### src/rtl/bp_config.svh
`ifndef BP_CONFIG_SVH
`define BP_CONFIG_SVH

// ============================================================
// Branch predictor sizing
// ============================================================

// Counter table, indexed by PC[BP_BHT_INDEX_BITS+1:2]
`define BP_BHT_INDEX_BITS 10
`define BP_BHT_ENTRIES    (1 << `BP_BHT_INDEX_BITS)

// Target buffer, direct mapped
`define BP_BTB_INDEX_BITS 8
`define BP_BTB_ENTRIES    (1 << `BP_BTB_INDEX_BITS)

// PC bits kept above the BTB index
`define BP_TAG_BITS       12

// Weakly not taken
`define BP_CTR_RESET      2'b01

`endif

### src/rtl/bp_pkg.sv
`default_nettype none

`include "bp_config.svh"

package bp_pkg;

  // ============================================================
  // PC slicing shared by lookup and update paths
  // ============================================================

  function automatic logic [`BP_BHT_INDEX_BITS-1:0] bht_index_of(input logic [31:0] pc);
    return pc[`BP_BHT_INDEX_BITS+1:2]; // Skip halfword/byte alignment bits
  endfunction

  function automatic logic [`BP_BTB_INDEX_BITS-1:0] btb_index_of(input logic [31:0] pc);
    return pc[`BP_BTB_INDEX_BITS+1:2];
  endfunction

  function automatic logic [`BP_TAG_BITS-1:0] btb_tag_of(input logic [31:0] pc);
    return pc[`BP_BTB_INDEX_BITS+`BP_TAG_BITS+1:`BP_BTB_INDEX_BITS+2];
  endfunction

  // ============================================================
  // 2-bit saturating counter step
  // ============================================================

  function automatic logic [1:0] ctr_next(input logic [1:0] ctr, input logic taken);
    logic [1:0] nxt;
    case (ctr)
      2'b00:   nxt = taken ? 2'b01 : 2'b00;
      2'b01:   nxt = taken ? 2'b10 : 2'b00;
      2'b10:   nxt = taken ? 2'b11 : 2'b01;
      default: nxt = taken ? 2'b11 : 2'b10; // Strongly taken holds at 3
    endcase
    return nxt;
  endfunction

endpackage

`default_nettype wire

### src/rtl/bp_ifs.sv
`timescale 1ns/1ns
`default_nettype none

`include "bp_config.svh"

// Counter table: one lookup port, one update port
interface bht_if;

  logic [`BP_BHT_INDEX_BITS-1:0] rd_index;
  logic [1:0]                    rd_ctr;

  logic                          upd_en;
  logic [`BP_BHT_INDEX_BITS-1:0] upd_index;
  logic                          upd_taken;

  modport master (
    output rd_index,
    input  rd_ctr,
    output upd_en,
    output upd_index,
    output upd_taken
  );

  modport tbl (
    input  rd_index,
    output rd_ctr,
    input  upd_en,
    input  upd_index,
    input  upd_taken
  );

endinterface

// Target buffer: tagged lookup and allocate/overwrite port
interface btb_if;

  logic [`BP_BTB_INDEX_BITS-1:0] lu_index;
  logic [`BP_TAG_BITS-1:0]       lu_tag;
  logic                          lu_hit;
  logic [31:0]                   lu_target;

  logic                          wr_en;
  logic [`BP_BTB_INDEX_BITS-1:0] wr_index;
  logic [`BP_TAG_BITS-1:0]       wr_tag;
  logic [31:0]                   wr_target;

  modport master (
    output lu_index, lu_tag,
    input  lu_hit, lu_target,
    output wr_en, wr_index, wr_tag, wr_target
  );

  modport tbl (
    input  lu_index, lu_tag,
    output lu_hit, lu_target,
    input  wr_en, wr_index, wr_tag, wr_target
  );

endinterface

`default_nettype wire

### src/rtl/bp_ctrl.sv
`timescale 1ns/1ns
`default_nettype none

module bp_ctrl (
  input  logic        clk,
  input  logic        rst_n,

  input  logic        fetch_valid,
  input  logic [31:0] fetch_pc,

  input  logic        resolve_valid,
  input  logic        resolve_taken,
  input  logic [31:0] resolve_pc,
  input  logic [31:0] resolve_target,

  bht_if.master       bht,
  btb_if.master       btb,

  output logic        pred_hit,
  output logic        pred_taken,
  output logic [31:0] pred_next_pc
);

  logic        valid_hit;
  logic        ctr_says_taken;
  logic [31:0] seq_pc;

  // ============================================================
  // Lookup side, fully combinational
  // ============================================================

  always_comb begin
    bht.rd_index = bp_pkg::bht_index_of(fetch_pc);
    btb.lu_index = bp_pkg::btb_index_of(fetch_pc);
    btb.lu_tag   = bp_pkg::btb_tag_of(fetch_pc);
  end

  assign valid_hit      = fetch_valid & btb.lu_hit;
  assign ctr_says_taken = bht.rd_ctr[1]; // Upper bit set means taken
  assign seq_pc         = fetch_pc + 32'd4;

  assign pred_hit     = valid_hit;
  assign pred_taken   = fetch_valid & btb.lu_hit & ctr_says_taken;
  assign pred_next_pc = (valid_hit && ctr_says_taken) ? btb.lu_target : seq_pc;

  // ============================================================
  // Update side
  // ============================================================

  always_comb begin
    bht.upd_en    = resolve_valid; // Every resolved branch trains its counter
    bht.upd_index = bp_pkg::bht_index_of(resolve_pc);
    bht.upd_taken = resolve_taken;
  end

  // Not-taken branches never allocate a target entry
  always_comb begin
    btb.wr_en     = resolve_valid & resolve_taken;
    btb.wr_index  = bp_pkg::btb_index_of(resolve_pc);
    btb.wr_tag    = bp_pkg::btb_tag_of(resolve_pc);
    btb.wr_target = resolve_target;
  end

  // A taken resolution makes the same PC hit on the following fetch
  a_taken_resolve_hits: assert property (
    @(posedge clk) disable iff (!rst_n)
    (resolve_valid && resolve_taken) |=>
      (!(fetch_valid && (fetch_pc == $past(resolve_pc))) || pred_hit)
  ) else $error("taken branch did not hit on the next lookup of its PC");

endmodule

`default_nettype wire

### src/flat_wrapper.sv
// flat-port wrapper written by rule: the top's interface ports become plain ports
module bp_ctrl_flat 
  (clk, rst_n, fetch_valid, fetch_pc, resolve_valid, resolve_taken, resolve_pc, resolve_target, pred_hit, pred_taken, pred_next_pc, bht_rd_index, bht_rd_ctr, bht_upd_en, bht_upd_index, bht_upd_taken, btb_lu_index, btb_lu_tag, btb_lu_hit, btb_lu_target, btb_wr_en, btb_wr_index, btb_wr_tag, btb_wr_target);
  bht_if bht_i ();
  btb_if btb_i ();
  input  logic clk;
  input  logic rst_n;
  input  logic fetch_valid;
  input  logic [31:0] fetch_pc;
  input  logic resolve_valid;
  input  logic resolve_taken;
  input  logic [31:0] resolve_pc;
  input  logic [31:0] resolve_target;
  output logic pred_hit;
  output logic pred_taken;
  output logic [31:0] pred_next_pc;
  output wire logic [$bits(bht_i.rd_index)-1:0] bht_rd_index;
  input wire logic [$bits(bht_i.rd_ctr)-1:0] bht_rd_ctr;
  output wire logic [$bits(bht_i.upd_en)-1:0] bht_upd_en;
  output wire logic [$bits(bht_i.upd_index)-1:0] bht_upd_index;
  output wire logic [$bits(bht_i.upd_taken)-1:0] bht_upd_taken;
  output wire logic [$bits(btb_i.lu_index)-1:0] btb_lu_index;
  output wire logic [$bits(btb_i.lu_tag)-1:0] btb_lu_tag;
  input wire logic [$bits(btb_i.lu_hit)-1:0] btb_lu_hit;
  input wire logic [$bits(btb_i.lu_target)-1:0] btb_lu_target;
  output wire logic [$bits(btb_i.wr_en)-1:0] btb_wr_en;
  output wire logic [$bits(btb_i.wr_index)-1:0] btb_wr_index;
  output wire logic [$bits(btb_i.wr_tag)-1:0] btb_wr_tag;
  output wire logic [$bits(btb_i.wr_target)-1:0] btb_wr_target;
  assign bht_rd_index = bht_i.rd_index;
  assign bht_i.rd_ctr = bht_rd_ctr;
  assign bht_upd_en = bht_i.upd_en;
  assign bht_upd_index = bht_i.upd_index;
  assign bht_upd_taken = bht_i.upd_taken;
  assign btb_lu_index = btb_i.lu_index;
  assign btb_lu_tag = btb_i.lu_tag;
  assign btb_i.lu_hit = btb_lu_hit;
  assign btb_i.lu_target = btb_lu_target;
  assign btb_wr_en = btb_i.wr_en;
  assign btb_wr_index = btb_i.wr_index;
  assign btb_wr_tag = btb_i.wr_tag;
  assign btb_wr_target = btb_i.wr_target;
  bp_ctrl u_core (.clk(clk), .rst_n(rst_n), .fetch_valid(fetch_valid), .fetch_pc(fetch_pc), .resolve_valid(resolve_valid), .resolve_taken(resolve_taken), .resolve_pc(resolve_pc), .resolve_target(resolve_target), .bht(bht_i), .btb(btb_i), .pred_hit(pred_hit), .pred_taken(pred_taken), .pred_next_pc(pred_next_pc));
endmodule
### config.mk
export PLATFORM = sky130hd
export DESIGN_NAME = bp_ctrl_flat
export DESIGN_NICKNAME = d
export VERILOG_FILES = /design/src/rtl/bp_pkg.sv /design/src/rtl/bp_ifs.sv /design/src/rtl/bp_ctrl.sv /design/src/flat_wrapper.sv
export VERILOG_INCLUDE_DIRS = /design/src /design/src/rtl
export SDC_FILE = /design/constraint.sdc
export NUM_CORES = 1
export LEC_CHECK = 0
export BUFFER_PORTS_ARGS = -buffer_cell sky130_fd_sc_hd__clkbuf_2
export CAP_MARGIN = 5
export CORE_AREA = 4 4 100 102
export DETAILED_ROUTE_END_ITERATION = 10
export DIE_AREA = 0 0 104 106
export SLEW_MARGIN = 20
export SYNTH_ARGS = -nofsm -noshare
export SYNTH_HDL_FRONTEND = slang
export SYNTH_SLANG_ARGS = --single-unit
### constraint.sdc
create_clock -name vclk -period 3.9
set_clock_uncertainty 0.05 [all_clocks]
set_input_delay 0.39 -clock vclk [all_inputs]
set_output_delay 0.39 -clock vclk [all_outputs]
set_load 0.03 [all_outputs]
# [Word level (Yosys, flattened, before mapping)]
# Cells that the tools add are included.
# Widths: inputs -> output; s select.
[totals] wordCells=6 rom_bits=0 inputBits=136 output_inout_bits=129 mem_bits_rw=0 register_bits=0 latchBits=0 mem_count=0
[classes] mul=0 n_eq_ne=0 reduce_logical=1 magnitude_cmp=0 n_div=0 shift=0 muxes=1 addsub=1 n_bitwise=3
[op_table] operator="$add 32x3->32 const B" count=1
[op_table] operator="$mux 32" count=1
[op_table] operator="$and 1x1->1" count=3
[op_table] operator="$logic_and 1x1->1" count=1

# [Longest topological paths before layout]
[logic_depth] word_depth=3 mapped_depth=7 depth_no_buf=6

# [Least setup slack after synthesis]
# Ideal clock, no wire load.
[synth_timing] path_type="input port to output port" start="in fetch_pc[2]" end="out pred_next_pc[16]" n_path_buf=1 t_arrival_ns=2.085 setup_slack_ns=1.375 stages=6 t_required_ns=3.460 path_cell_list="ha_1 nand4_1 or3_1 clkbuf_1 or3_1 a31oi_1"
[synth_between] elab_chain_len=2
[synth_rtl] item="start: declaration" line="flat_wrapper.sv:9" source="input logic [31:0] fetch_pc;"
[synth_rtl] item="$add 32x3->32" line="bp_ctrl.sv:40" source="assign seq_pc = fetch_pc + 32'd4;"
[synth_rtl] item="$mux 32" line="bp_ctrl.sv:44" source="assign pred_next_pc = (valid_hit && ctr_says_taken) ? btb.lu_target : seq_pc;"
[synth_rtl] item="end: declaration" line="flat_wrapper.sv:16" source="output logic [31:0] pred_next_pc;"
# Every way passes these cells.

# [Worst setup path in the final report]
# Same ends and word-level chain as after synthesis.

==> results.txt <==
status: finished, final reports clean
layout cells sized above 1: 51.4%
first-pass GRT wire length: 8.16 mm
combinational fraction of design power: 100.0%
initial antenna violation count: 0
seq_cells: 0
DRC Markers: 0
dpl hpwl: 4.87 mm
Sequential Area: 0 µm²
GRT Overall Usage: 8.94%
worst setup path endpoint: pred_next_pc[16]
drt pass-1 iters: 4
number of max-cap violations: 0
Clock power frac: 0%
synth top area cells: buf_4 (42%), nand2_1 (9.2%), xnor2_1 (8.9%)
CP cell instances: clkbuf_2 -> ha_1 -> nand4_1 -> or3_1 -> or3_1 -> a31oi_1 -> clkbuf_2
Lkg Pwr: 0.831 nW
Die Ht: 106 µm
Slew Viols, Final: 0
slowest CP cell: or3_1
Worst Setup Start Kind: input pin
register area share after synthesis: 0%
CP startpoint: fetch_pc[2]
Crit Path Category: input pin to output port
total congestion overflow: 0
Worst EP required: 3460 ps
Placer Congestion: 0.765
Die X: 104 µm
1st-iter DRT viols: 36
# setup viols final: 0
Vias: 1,677
largest net degree at the start of global routing: 37
Starting Density: 18.4%
max incr delay on CP: 530 ps
Routed Antenna Nets: 0
row count: 35
Hold-fix buffers, CTS: 0
Fin Setup TNS: 0 ps
io pins: 265
Worst-Margin Slew: 796 ps
nets@finish: 433
Min-Delay Path Class: input pin to output port
via density per instance: 4.14
Mapped Cells: 259
core area: 9110 µm²
CP Max Fanout: 6
post-synth cell types: 32
sw power: 0.168 mW
DIE AREA: 11,000 µm²
pwr dens: 138 nW/µm²
CLK BUF: 0
WL final: 5.52 mm
synthesized area: 1670 µm²
peak supply drop: 0.0476 mV
critical path data arrival time: 2350 ps
wire per inst: 13.6 µm
vias in the first global route: 1,560
post-synth top area share: 42.2%
Net Sw Frac: 68.5%
# resized after CTS: 0
Yosys top cell by area: buf_4
internal power: 0.0772 mW
# diodes: 0
Tcrit/Tclk final: 71.6%
CP Capture Type: output port
setup repair bufs after CTS: 0
Mapped Avg Cell Area: 6.46 µm²
Pwr Total: 0.245 mW
Relative slew margins: 46.4%
warning count from the yosys run: 0
share of power burned in registers: 0%
Post-Syn Nets: 396
port buffer count: 136
minimum clock period: 2790 ps
fmax: 358 MHz
Area Overhead vs Synth: 5.98%
RSZ-0062 raised after global routing: false
hold violation total from the final report: 0
==> cell type report <==
class | instances | area, µm²
tap | 111 | 139
timing repair buffer | 138 | 708
inverter | 4 | 15.0
fill | 1057 | 7340
multi-input combinational | 152 | 911
==> synth_stat cells <==
library cell  number
a21oi_1            3
a31oi_1            1
and2_1             2
and3_1             2
and3_2             1
and4_1             2
buf_4             94
buf_6              1
clkbuf_1           8
clkinv_1           1
ha_1               1
inv_1              3
nand2_1           41
nand3_1           10
nand3_2            1
nand3_4            1
nand4_1            6
nor2_1            11
nor3_1             3
nor3_2             2
nor4_1             1
nor4_2             3
nor4_4             1
o21ai_0           19
o21ai_1            7
or2_1              1
or2_2              2
or3_1              2
or3_2              1
or4_4              1
xnor2_1           17
xor2_1            10
==> worst max-delay path: cells and delay by family <==
family	cells	cell delay, ps
buffers and inverters	2	370
adder cells (fa/ha/maj)	1	240
AO/OA/AOI/OAI	1	170
AND/OR/NAND/NOR	3	1180
==> power by group through the flow <==
stage	combinational, mW	sequential [mW]	clock (mW)
floorplan	0.286	0	0
global placement	0.246	0	0
detailed placement	0.248	0	0
CTS	0.249	0	0
global route	0.263	0	0
finish	0.245	0	0
==> worst min-delay path by stage <==
stage | start | to | cells past startpoint
2_1_floorplan | fetch_pc[2] | bht_rd_index[0] | 1
3_3_place_gp | resolve_pc[14] | btb_wr_tag[4] | 0
3_5_place_dp | resolve_pc[14] | btb_wr_tag[4] | 0
4_1_cts | resolve_pc[14] | btb_wr_tag[4] | 0
5_1_grt | resolve_target[22] | btb_wr_target[22] | 0
6_report | resolve_pc[13] | btb_wr_tag[3] | 0
==> cell families after synthesis <==
kind of cell / after synthesis / share of synthesized area, %
buffers and inverters: 107 / 45.5
AND/OR/NAND/NOR: 94 / 30.5
AO/OA/AOI/OAI: 30 / 9.05
XOR/XNOR: 27 / 14.1
adder cells (fa/ha/maj): 1 / 0.748
==> metrics by stage <==
| stage | hold WS (ps) | worst slack (ps) | utilization (%) | cells | instance area, µm² |
|---|---|---|---|---|---|
| 6_report | 730 | 1110 | 19.5 | 405 | 1770 |
| 4_1_cts | 730 | 1070 | 19.5 | 405 | 1770 |
| 5_1_grt | 730 | 971 | 19.5 | 405 | 1770 |
| 3_5_place_dp | 730 | 1090 | 19.5 | 405 | 1770 |
| 3_3_place_gp | 730 | 1100 | 19.5 | 405 | 1770 |
| 2_1_floorplan | 862 | 1380 | - | 259 | 1670 |
==> layout by cell type, fill, tap and decap left out <==
cell type,synthesis,layout
nand2_1,41,41
nand3_1,10,10
o21ai_1,7,7
and3_1,2,2
and4_1,2,2
nor4_4,1,1
xnor2_1,17,17
and3_2,1,1
nor3_2,2,2
o21ai_0,19,19
nand3_2,1,1
ha_1,1,1
nor4_2,3,3
clkinv_1,1,1
inv_1,3,3
or3_2,1,1
nor2_1,11,11
clkbuf_2,0,136
or4_4,1,1
and2_1,2,2
or3_1,2,2
or2_2,2,2
nor4_1,1,1
a21oi_1,3,3
or2_1,1,1
xor2_1,10,10
nand4_1,6,6
nand3_4,1,1
nor3_1,3,3
a31oi_1,1,1
buf_12,0,1
buf_4,94,1
==> metal layers <==
| layer | GRT usage (%) | part of all wire [%] | vias up |
|---|---|---|---|
| met5 | 0 | 0 | - |
| met3 | 2.31 | 9.8 | 15 |
| met1 | 9.69 | 39 | 723 |
| met4 | 1.71 | 1.6 | 0 |
| met2 | 17.5 | 50 | 112 |
| li1 | - | - | 827 |
No activity file was read; power rests on OpenSTA's default activity.
